[config.mk]
export PLATFORM = sky130hd
export DESIGN_NAME = cgmii_tx_gen
export DESIGN_NICKNAME = d
export VERILOG_FILES = /design/src/rtl/cgmii_pkg.sv /design/src/rtl/block_encoder.sv /design/src/rtl/cgmii_tx_gen.sv /design/src/rtl/frame_seq_fsm.sv /design/src/rtl/run_counter.sv
export SDC_FILE = /design/constraint.sdc
export NUM_CORES = 1
export LEC_CHECK = 0
export ABC_CLOCK_PERIOD_IN_PS = 5590
export BUFFER_PORTS_ARGS = -buffer_cell sky130_fd_sc_hd__buf_2
export CAP_MARGIN = 20
export CORE_MARGIN = 2
export CORE_UTILIZATION = 50
export DETAILED_ROUTE_END_ITERATION = 10
export PLACE_DENSITY_LB_ADDON = 0.05
export SYNTH_ARGS = -nofsm -noshare
export SYNTH_HDL_FRONTEND = slang
export SYNTH_SLANG_ARGS = --single-unit
[constraint.sdc]
create_clock -name i_clock -period 5.59 [get_ports i_clock]
set_clock_uncertainty 0.15 [all_clocks]
set_input_delay 0.8385 -clock i_clock [delete_from_list [all_inputs] [get_ports i_clock]]
set_output_delay 0.8385 -clock i_clock [all_outputs]
set_load 0.05 [all_outputs]
[src/rtl/cgmii_pkg.sv]
`default_nettype none

package cgmii_pkg;

	localparam int LANES     = 8;                 // Byte lanes per block
	localparam int BYTE_W    = 8;
	localparam int DATA_W    = LANES * BYTE_W;
	localparam int RUN_LEN_W = 12;

	typedef logic [RUN_LEN_W-1:0] run_len_t;      // Run length minus one
	typedef logic [2:0]           term_pos_t;     // Lane of the terminate character
	typedef logic [DATA_W-1:0]    data_word_t;    // Lane 0 in the top byte
	typedef logic [LANES-1:0]     ctrl_mask_t;    // Bit 7 is lane 0
	typedef logic [BYTE_W-1:0]    byte_t;

	typedef struct packed {
		run_len_t  n_idle;
		run_len_t  n_data;
		run_len_t  n_error;
		term_pos_t term_pos;
	} frame_cfg_t;

	typedef struct packed {
		ctrl_mask_t ctrl;
		data_word_t data;
	} cgmii_block_t;

	typedef logic [2:0] block_kind_t;

	localparam block_kind_t KIND_IDLE   = 3'd0;
	localparam block_kind_t KIND_START  = 3'd1;
	localparam block_kind_t KIND_DATA   = 3'd2;
	localparam block_kind_t KIND_TERM   = 3'd3;
	localparam block_kind_t KIND_ERROR  = 3'd4;
	localparam block_kind_t KIND_ORDSET = 3'd5;

	typedef logic [3:0] force_cmd_t;

	localparam force_cmd_t FORCE_NONE   = 4'b0000;
	localparam force_cmd_t FORCE_ERROR  = 4'b0001;
	localparam force_cmd_t FORCE_ORDSET = 4'b0010;
	localparam force_cmd_t FORCE_START  = 4'b0100;
	localparam force_cmd_t FORCE_TERM   = 4'b1111;

	localparam byte_t START_CHAR = 8'hFB;
	localparam byte_t TERM_CHAR  = 8'hFD;
	localparam byte_t IDLE_CHAR  = 8'h07;

	localparam data_word_t IDLE_DATA   = {LANES{IDLE_CHAR}};
	localparam data_word_t ERROR_DATA  = 64'hFEFE_FEFE_FEFE_FEFE;
	localparam data_word_t ORDSET_DATA = 64'h9C68_7973_0000_0000;   // Sequence ordered set

	localparam ctrl_mask_t IDLE_MASK   = 8'hFF;
	localparam ctrl_mask_t ERROR_MASK  = 8'hFF;
	localparam ctrl_mask_t ORDSET_MASK = 8'h80;
	localparam ctrl_mask_t START_MASK  = 8'h80;
	localparam ctrl_mask_t DATA_MASK   = 8'h00;

	localparam cgmii_block_t IDLE_BLOCK   = '{ctrl: IDLE_MASK, data: IDLE_DATA};
	localparam cgmii_block_t ERROR_BLOCK  = '{ctrl: ERROR_MASK, data: ERROR_DATA};
	localparam cgmii_block_t ORDSET_BLOCK = '{ctrl: ORDSET_MASK, data: ORDSET_DATA};

	typedef enum logic [2:0] {
		ST_IDLE,
		ST_START,
		ST_DATA,
		ST_TERM,
		ST_ERROR
	} seq_state_t;

endpackage

`default_nettype wire

[src/rtl/block_encoder.sv]
`default_nettype none
`timescale 1ns/10ps

module block_encoder (
	input  wire                         i_clock,
	input  wire                         i_reset,
	input  wire cgmii_pkg::block_kind_t i_kind,
	input  wire cgmii_pkg::term_pos_t   i_term_pos,
	input  wire cgmii_pkg::data_word_t  i_payload,
	output cgmii_pkg::cgmii_block_t     o_block
);
	import cgmii_pkg::*;

	cgmii_block_t block_d;

	// Terminate block with payload before lane pos and idles after it
	function automatic cgmii_block_t term_block(
		input data_word_t payload,
		input term_pos_t  pos
	);
		cgmii_block_t blk;
		int           hi;
		blk = IDLE_BLOCK;
		for (int lane = 0; lane < LANES; lane++) begin
			hi = (LANES - 1 - lane) * BYTE_W;
			if (lane < pos) begin
				blk.data[hi +: BYTE_W]    = payload[hi +: BYTE_W];
				blk.ctrl[LANES - 1 - lane] = 1'b0;
			end else if (lane == pos) begin
				blk.data[hi +: BYTE_W]    = TERM_CHAR;
				blk.ctrl[LANES - 1 - lane] = 1'b1;
			end else begin
				blk.data[hi +: BYTE_W]    = IDLE_CHAR;
				blk.ctrl[LANES - 1 - lane] = 1'b1;
			end
		end
		return blk;
	endfunction

	// Start character in lane 0 then payload lanes 1 to 7
	function automatic cgmii_block_t start_block(input data_word_t payload);
		cgmii_block_t blk;
		blk.ctrl = START_MASK;
		blk.data = {START_CHAR, payload[DATA_W-BYTE_W-1:0]};
		return blk;
	endfunction

	always_comb begin
		case (i_kind)
			KIND_IDLE: begin
				block_d = IDLE_BLOCK;
			end
			KIND_START: begin
				block_d = start_block(i_payload);
			end
			KIND_DATA: begin
				block_d.ctrl = DATA_MASK;
				block_d.data = i_payload;               // Payload passes as given
			end
			KIND_TERM: begin
				block_d = term_block(i_payload, i_term_pos);
			end
			KIND_ERROR: begin
				block_d = ERROR_BLOCK;
			end
			KIND_ORDSET: begin
				block_d = ORDSET_BLOCK;
			end
			default: begin
				block_d = IDLE_BLOCK;
			end
		endcase
	end

	always_ff @(posedge i_clock) begin
		if (i_reset) begin
			o_block <= IDLE_BLOCK;                     // Inactive line
		end else begin
			o_block <= block_d;
		end
	end

endmodule

`default_nettype wire

[src/rtl/cgmii_tx_gen.sv]
`default_nettype none
`timescale 1ns/10ps

module cgmii_tx_gen (
	input  wire                        i_clock,
	input  wire                        i_reset,
	input  wire cgmii_pkg::frame_cfg_t i_cfg,
	input  wire cgmii_pkg::force_cmd_t i_force,
	input  wire cgmii_pkg::data_word_t i_payload,
	output cgmii_pkg::cgmii_block_t    o_block
);
	import cgmii_pkg::*;

	logic        counter_load;
	run_len_t    counter_value;
	logic        run_last;
	block_kind_t kind;                             // Block chosen for this cycle
	term_pos_t   term_pos;

	frame_seq_fsm fsm_i (
		.i_clock         (i_clock),
		.i_reset         (i_reset),
		.i_cfg           (i_cfg),
		.i_force         (i_force),
		.i_run_last      (run_last),
		.o_counter_load  (counter_load),
		.o_counter_value (counter_value),
		.o_kind          (kind),
		.o_term_pos      (term_pos)
	);

	run_counter run_counter_i (
		.i_clock (i_clock),
		.i_reset (i_reset),
		.i_load  (counter_load),
		.i_value (counter_value),
		.o_last  (run_last)
	);

	// One cycle from sampled inputs to the output block
	block_encoder encoder_i (
		.i_clock    (i_clock),
		.i_reset    (i_reset),
		.i_kind     (kind),
		.i_term_pos (term_pos),
		.i_payload  (i_payload),
		.o_block    (o_block)
	);

endmodule

`default_nettype wire

[src/rtl/frame_seq_fsm.sv]
`default_nettype none
`timescale 1ns/10ps

module frame_seq_fsm (
	input  wire                        i_clock,
	input  wire                        i_reset,
	input  wire cgmii_pkg::frame_cfg_t i_cfg,
	input  wire cgmii_pkg::force_cmd_t i_force,
	input  wire                        i_run_last,     // Current block ends its run
	output logic                       o_counter_load,
	output cgmii_pkg::run_len_t        o_counter_value,
	output cgmii_pkg::block_kind_t     o_kind,
	output cgmii_pkg::term_pos_t       o_term_pos
);
	import cgmii_pkg::*;

	seq_state_t  state_q;
	seq_state_t  state_d;
	frame_cfg_t  cfg_q;                                // Config of the frame in progress
	logic        enter_idle;
	logic        prime_idle;
	logic        load_run;
	run_len_t    load_value;

	always_comb begin
		state_d    = state_q;
		o_kind     = KIND_IDLE;
		enter_idle = 1'b0;
		load_run   = 1'b0;
		load_value = cfg_q.n_data;

		// Force codes take priority over the frame sequence
		case (i_force)
			FORCE_ERROR: begin
				o_kind = KIND_ERROR;
				if (cfg_q.n_error == '0) begin
					enter_idle = 1'b1;                 // Burst is this block only
				end else begin
					state_d    = ST_ERROR;
					load_run   = 1'b1;
					load_value = cfg_q.n_error - 1'b1;    // This block counts as the first
				end
			end
			FORCE_ORDSET: begin
				o_kind     = KIND_ORDSET;
				enter_idle = 1'b1;
			end
			FORCE_START: begin
				o_kind     = KIND_START;
				state_d    = ST_DATA;
				load_run   = 1'b1;
				load_value = cfg_q.n_data;
			end
			FORCE_TERM: begin
				o_kind     = KIND_TERM;
				enter_idle = 1'b1;
			end
			default: begin
				case (state_q)
					ST_IDLE: begin
						o_kind = KIND_IDLE;
						if (i_run_last) begin
							state_d = ST_START;
						end
					end
					ST_START: begin
						o_kind     = KIND_START;
						state_d    = ST_DATA;
						load_run   = 1'b1;
						load_value = cfg_q.n_data;
					end
					ST_DATA: begin
						o_kind = KIND_DATA;
						if (i_run_last) begin
							state_d = ST_TERM;
						end
					end
					ST_TERM: begin
						o_kind     = KIND_TERM;
						enter_idle = 1'b1;
					end
					ST_ERROR: begin
						o_kind = KIND_ERROR;
						if (i_run_last) begin
							enter_idle = 1'b1;
						end
					end
					default: begin
						enter_idle = 1'b1;                 // Recover to a fresh idle run
					end
				endcase
			end
		endcase

		if (enter_idle) begin
			state_d = ST_IDLE;
		end
	end

	// Reset primes the counter with the first idle run
	assign prime_idle      = enter_idle | i_reset;
	assign o_counter_load  = load_run | prime_idle;
	assign o_counter_value = prime_idle ? i_cfg.n_idle : load_value;
	assign o_term_pos      = cfg_q.term_pos;

	always_ff @(posedge i_clock) begin
		if (i_reset) begin
			state_q <= ST_IDLE;
		end else begin
			state_q <= state_d;
		end
	end

	always_ff @(posedge i_clock) begin
		if (prime_idle) begin
			cfg_q <= i_cfg;                            // New config at each idle run
		end
	end

endmodule

`default_nettype wire

[src/rtl/run_counter.sv]
`default_nettype none
`timescale 1ns/10ps

module run_counter (
	input  wire                      i_clock,
	input  wire                      i_reset,
	input  wire                      i_load,
	input  wire cgmii_pkg::run_len_t i_value,
	output logic                     o_last
);
	import cgmii_pkg::*;

	run_len_t count;                               // Blocks left in the run after this one

	// Load has priority so the first idle run is primed during reset
	always_ff @(posedge i_clock) begin
		if (i_load) begin
			count <= i_value;
		end else if (i_reset) begin
			count <= '0;
		end else if (count != '0) begin
			count <= count - 1'b1;                     // Holds at zero
		end
	end

	assign o_last = (count == '0);

endmodule

`default_nettype wire

==> results of run 1 <==
area by class of cell:
cell class / count / area (um^2)
flip-flops and latches: 114 / 2670
inverters: 11 / 41.3
clock buffers: 20 / 450
multi-input cells: 314 / 2020
fillers: 837 / 3260
clock inverters: 11 / 101
well taps: 133 / 166
repair buffers: 183 / 923
worst register-to-register path, delay by kind of cell (launching register included):
| family | cells | cell delay [ns] |
|---|---|---|
| AND/OR/NAND/NOR | 5 | 1.39 |
| buffers and inverters | 2 | 0.82 |
| flip-flops | 1 | 0.47 |
metal layers:
layer | wire (um) | track usage [%] | up-vias | share of wire (%)
li1 | - | - | 2052 | -
met1 | 5270 | 29.8 | 1897 | 44
met2 | 5810 | 37.6 | 166 | 48
met3 | 881 | 5.76 | 13 | 7.3
met4 | 146 | 8.10 | 0 | 1.2
met5 | 0 | 0 | - | 0
cell families (layout without fill, tap and decap cells):
kind of cell | Yosys count | count (layout) | synth area share [%]
AO/OA/AOI/OAI | 143 | 143 | 19.9
XOR/XNOR | 18 | 18 | 3.23
adder cells (fa/ha/maj) | 4 | 4 | 1.03
buffers and inverters | 36 | 225 | 3.70
flip-flops | 114 | 114 | 54.8
multiplexers | 15 | 15 | 3.31
AND/OR/NAND/NOR | 134 | 134 | 14.0
stage by stage:
stage               total power, mW  utilization (%)
floorplan                      1.25                -
global placement               1.36             60.4
detailed placement             1.36             60.4
CTS                            2.36             66.2
global route                   2.44             66.2
finish                         2.35             66.2
state kept, by name (all words and copies together), names as in the netlist:
| register | flops |
|---|---|
| run_counter_i.count | 12 |
| fsm_i.state_q | 3 |
| encoder_i.o_block | 72 |
| fsm_i.cfg_q | 24 |
| fsm_i.o_term_pos | 3 |
placed cells by master, fill, tap and decap left out, drive strengths merged, types with 3 or more instances in the layout:
cell type	n
buf	183
dfxtp	75
nand2	47
edfxtp	39
a21oi	33
a21o	32
o21ai	27
nor2	22
clkbuf	20
o21a	17
inv	16
xnor2	12
nand3	10
nor3	10
mux2	9
xor2	6
mux2i	6
nor4	6
a221o	5
nor3b	4
nor2b	4
o21bai	4
and3	4
ha	4
a221oi	3
nand2b	3
a211o	3
and2	3
nor4b	3
clkinv	3
o32ai	3
or2	3
or3b	3
path summary, 6_finish.rpt:
| path | to | slack, ns | depth (start not counted) |
|---|---|---|---|
| worst max-delay path | run_counter_i.count[10]$_DFFE_PP_ | 2.41 | 7 |
| worst max register to register | run_counter_i.count[10]$_DFFE_PP_ | 2.41 | 7 |
| worst min-delay path | fsm_i.cfg_q[8]$_DFFE_PP_ | 0.35 | 1 |
| worst min register to register | fsm_i.state_q[1]$_SDFFE_PP0P_ | 0.48 | 2 |
power by group:
part           internal (mW)  leakage [nW]  switching (mW)
combinational          0.127          1.62           0.252
sequential             0.929          1.01          0.0364
clock                  0.620         0.271           0.385
total                   1.68          2.90           0.673
==> impl_summary.log, run 1 <==
INFO  metric routedWlPerCell = 15.4 um
INFO  metric final-hold-violation-count = 0
INFO  metric pre_cts_ws = approximately 2.1 ns
INFO  metric viasPerCell = ~5.3
INFO  metric max_slew.worst_pin.slew = around 0.97 ns
INFO  metric max_cap_viols = 0
INFO  metric ys_seq_elements = 114
INFO  metric postLayoutCellArea = approximately 6400 um^2
INFO  metric hp-start = i_cfg[8]
INFO  metric finalWirelength = 12100 um
INFO  metric antenna_violating_nets_post_route = 0
INFO  metric outcome = complete, no violations
INFO  metric dr.pass1.iters = 4
INFO  metric overflow = 0
INFO  metric crit_chain = nor4_1 -> and4b_1 -> nand3_1 -> nand4b_1 -> buf_4 -> nor3_1 -> inv_1
INFO  metric clk_latency = between 0.5 and 0.6 ns
INFO  metric synth.lib_cells_used.distinct = 59
INFO  metric synth-edff-count = 39
INFO  metric critical_setup_path_class = flip-flop to flip-flop
INFO  metric detail_route.iter0.violations = ~140
INFO  metric setup-violations-final = 0
INFO  metric cp_top_family = simple AND/OR/NAND/NOR gates
INFO  metric synth_seq_area_share = between 50% and 60%
INFO  metric post-route-period-util = a little under three fifths
INFO  metric main_area_contributors_after_synthesis = sky130_fd_sc_hd__dfxtp_1 31%, sky130_fd_sc_hd__edfxtp_1 24%, sky130_fd_sc_hd__a21o_1 4.6%, sky130_fd_sc_hd__nand2_1 3.6%, sky130_fd_sc_hd__a21oi_1 3.4%
INFO  metric slew_headroom = between 30% and 40%
INFO  metric ir_worst_vdd = 0.235 mV
INFO  metric clock_path_buffers = 2
INFO  metric grt_first_pass_wirelength = roughly 18000 um
INFO  metric finalWorstPathRequiredPeriod = roughly 3.2 ns
INFO  metric diodes = 0
INFO  metric post_cts_resized = 0
INFO  metric worstSetupEndpointType = flip-flop
INFO  metric critical_path.n_buffers_inverters = 2
INFO  metric standard_cell_area_after_detailed_placement = between 5000 and 6000 um^2
INFO  metric setup.worst_path.start_class = flip-flop
INFO  metric average_cell_area_after_synthesis = between 10 and 15 um^2
INFO  metric synth.top_cells.by_count = 75 x sky130_fd_sc_hd__dfxtp_1, 47 x sky130_fd_sc_hd__nand2_1, 39 x sky130_fd_sc_hd__edfxtp_1
INFO  metric fin_worst_hold_slack = 0.350 ns
INFO  metric yosysWarningCount = 0
INFO  metric setup_fix_bufs_post_cts = 0
INFO  metric dpl.hpwl = roughly 9100 um
INFO  metric post-synth-top-area-fraction = 30.8%
INFO  metric final_nets = between 700 and 800
INFO  metric worstPathArrival = between 3 and 4 ns
INFO  metric leakagePower = 2.90 nW
INFO  metric netlist.top_cell.by_area = sky130_fd_sc_hd__dfxtp_1
INFO  metric cts-buffers-inserted = 17
INFO  metric postSynthNetCount = around 580
INFO  metric grt_start_max_net_pins = 49
INFO  metric num_vias = between 4000 and 5000
INFO  metric design.die.area = about 11000 um^2
INFO  metric dp_cell_count = 755
INFO  metric reg_clk_slew_reported_paths = 0.06 ns
INFO  metric timing.rr.start = fsm_i.cfg_q[10]$_DFFE_PP_
INFO  metric via_count_of_the_first_global_routing_pass = 3783
INFO  metric stdcell_count = 786
INFO  metric die-width = 103 um
INFO  metric io_pins = roughly 180
INFO  metric power.density_cell_area = between 300 and 400 nW/um^2
INFO  metric max_clock_freq = ~310 MHz
INFO  metric synthMostInstantiatedCell = sky130_fd_sc_hd__dfxtp_1
INFO  metric critical_path.slowest_cell = sky130_fd_sc_hd__nor4_1
INFO  metric report.final.slew_viol_count = 0
INFO  metric place.gp.congestion = 0.874
INFO  metric antenna_found_initial = 0
INFO  metric postLayoutSetupSlackWorst = ~2.4 ns
INFO  metric ctsHtreeMaxLevel = 4
INFO  metric post_route_cells_drive_above_1_share = ~36%
INFO  metric async_reset_ff_share = 0%
INFO  metric port-buffer-count = 180
INFO  metric timing.hold.worst.class = primary input to flip-flop
INFO  metric worstPathMaxFanout = between 40 and 50
INFO  metric tritoncts = yes
INFO  metric clockRootBuffer = sky130_fd_sc_hd__clkbuf_8
INFO  metric final.setup.tns = 0 ns
INFO  metric cts_hold_buf = 0
INFO  metric start_util = 50.6%
INFO  metric critical_path_required = between 5 and 6 ns
INFO  metric count_of_mapped_cells_out_of_synthesis = between 400 and 500
INFO  metric synth_ff_type = sky130_fd_sc_hd__dfxtp_1
INFO  metric floorplan.die.height = 103 um
INFO  metric fp-row-count = 36
INFO  metric sinks_on_the_clock_net = approximately 110
INFO  metric timing_startpoint_of_the_critical_path = fsm_i.cfg_q[10]$_DFFE_PP_
INFO  metric synthToLayoutAreaGrowth = 30.8%
INFO  metric groute.usage.overall = between 20% and 30%
INFO  metric setup_repair_after_global_routing_missed_its_margin = false
INFO  metric timing.critical_path.slowest_cell_delay = ~0.53 ns
INFO  metric cell_area_after_synthesis = roughly 4900 um^2
INFO  metric route.detailed.drc = 0
INFO  metric core_area = about 9600 um^2
Note: power is estimated with default switching activity, not from simulation.
==> run 2, diff against run 1 <==
--- a/config.mk
+++ b/config.mk
@@ -5,7 +5,8 @@
 export SDC_FILE = /design/constraint.sdc
 export NUM_CORES = 1
 export LEC_CHECK = 0
-export ABC_CLOCK_PERIOD_IN_PS = 5590
+export ABC_AREA = 1
+export ABC_CLOCK_PERIOD_IN_PS = 3100
 export BUFFER_PORTS_ARGS = -buffer_cell sky130_fd_sc_hd__buf_2
 export CAP_MARGIN = 20
 export CORE_MARGIN = 2
==> constraint.sdc (replaced) <==
create_clock -name i_clock -period 3.1 [get_ports i_clock]
set_clock_uncertainty 0.15 [all_clocks]
set_input_delay 0.465 -clock i_clock [delete_from_list [all_inputs] [get_ports i_clock]]
set_output_delay 0.465 -clock i_clock [all_outputs]
set_load 0.05 [all_outputs]
==> run 2 against run 1 <==
  * Combinational power rose to 3.1 times the previous value
  * Area after synthesis up 18%
  * Global-route usage grew 2.7 points
  * Largest power group unchanged
  * Highest routed layer is now met5
==> impl_summary.log, run 2 <==
INFO  metric outcome = complete, no violations
INFO  metric antenna_found_initial = 2 (+2)
INFO  metric sinks_on_the_clock_net = 114 (unchanged)
INFO  metric io_pins = 181 (unchanged)
INFO  metric finalWirelength = 15800 um (+30%)
INFO  metric clock_path_buffers = 2 (unchanged)
INFO  metric start_util = 50.8% (+0.25 points)
INFO  metric leakagePower = 3.77 nW (+30%)
INFO  metric synth_seq_area_share = 46.5% (-8.4 points)
INFO  metric clockRootBuffer = sky130_fd_sc_hd__clkbuf_16
INFO  metric worstPathArrival = 2.44 ns (-0.75 ns)
INFO  metric post-synth-top-area-fraction = 26.1% (-4.7 points)
INFO  metric core_area = 11300 um^2 (+17%)
INFO  metric post-route-period-util = 82.1% (+25 points)
INFO  metric cell_area_after_synthesis = 5750 um^2 (+18%)
INFO  metric floorplan.die.height = 111 um (+8.3%)
INFO  metric synth_ff_type = sky130_fd_sc_hd__dfxtp_1
INFO  metric die-width = 111 um (+8.3%)
INFO  metric ys_seq_elements = 114 (unchanged)
INFO  metric average_cell_area_after_synthesis = 7.36 um^2 (-30%)
INFO  metric tritoncts = yes
INFO  metric async_reset_ff_share = 0% (unchanged)
INFO  metric grt_start_max_net_pins = 47 (-4.1%)
INFO  metric slew_headroom = 52.1% (+17 points)
INFO  metric routedWlPerCell = 14.1 um (-8.2%)
INFO  metric groute.usage.overall = 25.7% (+2.7 points)
INFO  metric ir_worst_vdd = 0.487 mV (+110%)
INFO  metric clk_latency = 0.42 ns (-0.09 ns)
INFO  metric final-hold-violation-count = 0 (unchanged)
INFO  metric stdcell_count = 1117 (+42%)
INFO  metric largest_register_ff_count = 72 (unchanged)
INFO  metric num_vias = 5765 (+40%)
INFO  metric yosysWarningCount = 0 (unchanged)
INFO  metric post_route_cells_drive_above_1_share = 25.6% (-10 points)
INFO  metric biggestRegsByFlops = encoder_i.o_block: 72 flops, fsm_i.cfg_q: 24 flops, run_counter_i.count: 12 flops
INFO  metric setup.worst_path.start_class = flip-flop
INFO  metric max_slew.worst_pin.slew = 0.717 ns (-0.251 ns)
INFO  metric report.final.slew_viol_count = 0 (unchanged)
INFO  metric via_count_of_the_first_global_routing_pass = 5358 (+42%)
INFO  metric main_area_contributors_after_synthesis = sky130_fd_sc_hd__dfxtp_1 26%, sky130_fd_sc_hd__edfxtp_1 20%, sky130_fd_sc_hd__nand2_1 13%, sky130_fd_sc_hd__nand3_1 9.1%, sky130_fd_sc_hd__nor2_1 6.8%
INFO  metric cts-buffers-inserted = 17 (unchanged)
INFO  metric dr.pass1.iters = 8 (+4)
INFO  metric setup-violations-final = 0 (unchanged)
INFO  metric reg_clk_slew_reported_paths = 0.06 ns (about the same)
INFO  metric count_of_mapped_cells_out_of_synthesis = 782 (+69%)
INFO  metric layout_common_cells = 199 x sky130_fd_sc_hd__nand2_1, 180 x sky130_fd_sc_hd__buf_2, 105 x sky130_fd_sc_hd__nand3_1
INFO  metric synthMostInstantiatedCell = sky130_fd_sc_hd__nand2_1
INFO  metric finalWorstPathRequiredPeriod = 2.54 ns (-0.632 ns)
INFO  metric synth-edff-count = 39 (unchanged)
INFO  metric detail_route.iter0.violations = 379 (+170%)
INFO  metric critical_setup_path_class = flip-flop to flip-flop
INFO  metric synthToLayoutAreaGrowth = 27.1%
INFO  metric netlist.top_cell.by_area = sky130_fd_sc_hd__dfxtp_1
INFO  metric grt_first_pass_wirelength = 25400 um (+38%)
INFO  metric dp_cell_count = 1085 (+44%)
INFO  metric setup_repair_after_global_routing_missed_its_margin = false
INFO  metric fp-row-count = 39 (+8.3%)
INFO  metric final.setup.tns = 0 ns (unchanged)
INFO  metric max_cap_viols = 0 (unchanged)
INFO  metric final_nets = 1074 (+42%)
INFO  metric max_flop_register = encoder_i.o_block
INFO  metric antenna_violating_nets_post_route = 0 (unchanged)
INFO  metric setup_fix_bufs_post_cts = 0 (unchanged)
INFO  metric viasPerCell = 5.16 (-1.7%)
INFO  metric postSynthNetCount = 895 (+55%)
INFO  metric synth.lib_cells_used.distinct = 35 (-41%)
INFO  metric worstPathMaxFanout = 12 (-75%)
INFO  metric timing.hold.worst.class = primary input to flip-flop
INFO  metric synth.top_cells.by_count = 199 x sky130_fd_sc_hd__nand2_1, 105 x sky130_fd_sc_hd__nand3_1, 104 x sky130_fd_sc_hd__nor2_1
INFO  metric port-buffer-count = 180 (unchanged)
INFO  metric max_clock_freq = 393 MHz (+25%)
INFO  metric critical_path_required = 3.00 ns (-2.60 ns)
INFO  metric overflow = 0 (unchanged)
INFO  metric most_common_library_cell_in_the_layout_ignoring_fill_and_taps = sky130_fd_sc_hd__nand2_1
INFO  metric power.density_cell_area = 664 nW/um^2 (+80%)
INFO  metric design.die.area = 12400 um^2 (+17%)
INFO  metric ctsHtreeMaxLevel = 4 (unchanged)
INFO  metric place.gp.congestion = 0.918 (+5.1%)
INFO  metric route.detailed.drc = 0 (unchanged)
INFO  metric worstSetupEndpointType = flip-flop
INFO  metric dpl.hpwl = 11700 um (+28%)
run 2: changes by cell type after synthesis, sizes merged, moves of 11 or more:
cell	before	now
a21o	32	0
buf	12	23
nand3	10	108
o21a	17	0
nand2	47	206
nor2	22	110
inv	11	95
run 2: worst paths after layout:
check	startpoint	to	slack [ns]	cells past startpoint
hold / removal	i_cfg[1]	fsm_i.o_term_pos[1]$_DFFE_PP_	0.07	1
hold reg to reg	fsm_i.state_q[2]$_SDFFE_PP0P_	fsm_i.state_q[2]$_SDFFE_PP0P_	0.35	2
setup / recovery	fsm_i.cfg_q[5]$_DFFE_PP_	run_counter_i.count[9]$_DFFE_PP_	0.56	8
setup reg to reg	fsm_i.cfg_q[5]$_DFFE_PP_	run_counter_i.count[9]$_DFFE_PP_	0.56	8
run 2: layout make-up:
type                    count  area [um^2]
repair buffers            191          983
clock buffers              21          492
diodes                      1         2.50
well taps                 143          179
fillers                  1019         4010
flip-flops and latches    114         2670
multi-input cells         542         2550
clock inverters            10         80.1
inverters                  95          357
run 2: worst max-delay path, cell delays in order, from the launching register on:
cell and delay [ns]:
sky130_fd_sc_hd__edfxtp_1 0.43, sky130_fd_sc_hd__nor2_1 0.26, sky130_fd_sc_hd__nand2_1 0.08, sky130_fd_sc_hd__nor2_1 0.20
sky130_fd_sc_hd__nand2_1 0.09, sky130_fd_sc_hd__nand2_2 0.06, sky130_fd_sc_hd__nand2_1 0.06, sky130_fd_sc_hd__nor2_2 0.40
sky130_fd_sc_hd__nand2_1 0.44
run 2: report_power, final:
group	switching, mW	leakage (nW)	internal (mW)
Clock	0.674	0.293	1.20
Sequential	0.0766	1.02	1.74
Combinational	0.859	2.46	0.316
run 2: kinds of logic after synthesis:
logic type	after synthesis	share of synthesized area (%)
DFF	114	46.5
AOI/OAI and AO/OA	82	8.20
buffers and inverters	126	9.33
xor gates and xnor gates	14	2.13
and+or+nand+nor	442	33.0
adders and majority gates	4	0.870
run 2: repair_timing:
| action | 4_1_cts | 5_1_grt |
|---|---|---|
| gates resized for setup | 0 | 1 |
| endpoints found under the setup margin | 0 | 12 |
| hold buffers | 0 | 0 |
run 2: metrics by stage:
step | util (%) | setup slack [ns] | power, mW | hold slack, ns | cell area, um^2
final | 64.6 | 0.555 | 4.86 | 0.0715 | 7310
after detailed placement | 59.5 | 0.147 | 3.01 | 0.342 | 6740
after global routing | 64.6 | 0.280 | 5.06 | 0.0628 | 7310
after floorplan | - | 0.881 | 2.70 | 0.316 | 5750
after CTS | 64.5 | 0.280 | 4.87 | 0.0607 | 7310
after global placement | 59.5 | 0.328 | 2.98 | 0.337 | 6740
run 2: layer usage:
| metal | track usage (%) | share of wire, % |
|---|---|---|
| met5 | 0 | 0.082 |
| met4 | 9.05 | 1.6 |
| met3 | 6.12 | 6.7 |
| met2 | 45.4 | 52 |
| met1 | 30.5 | 40 |
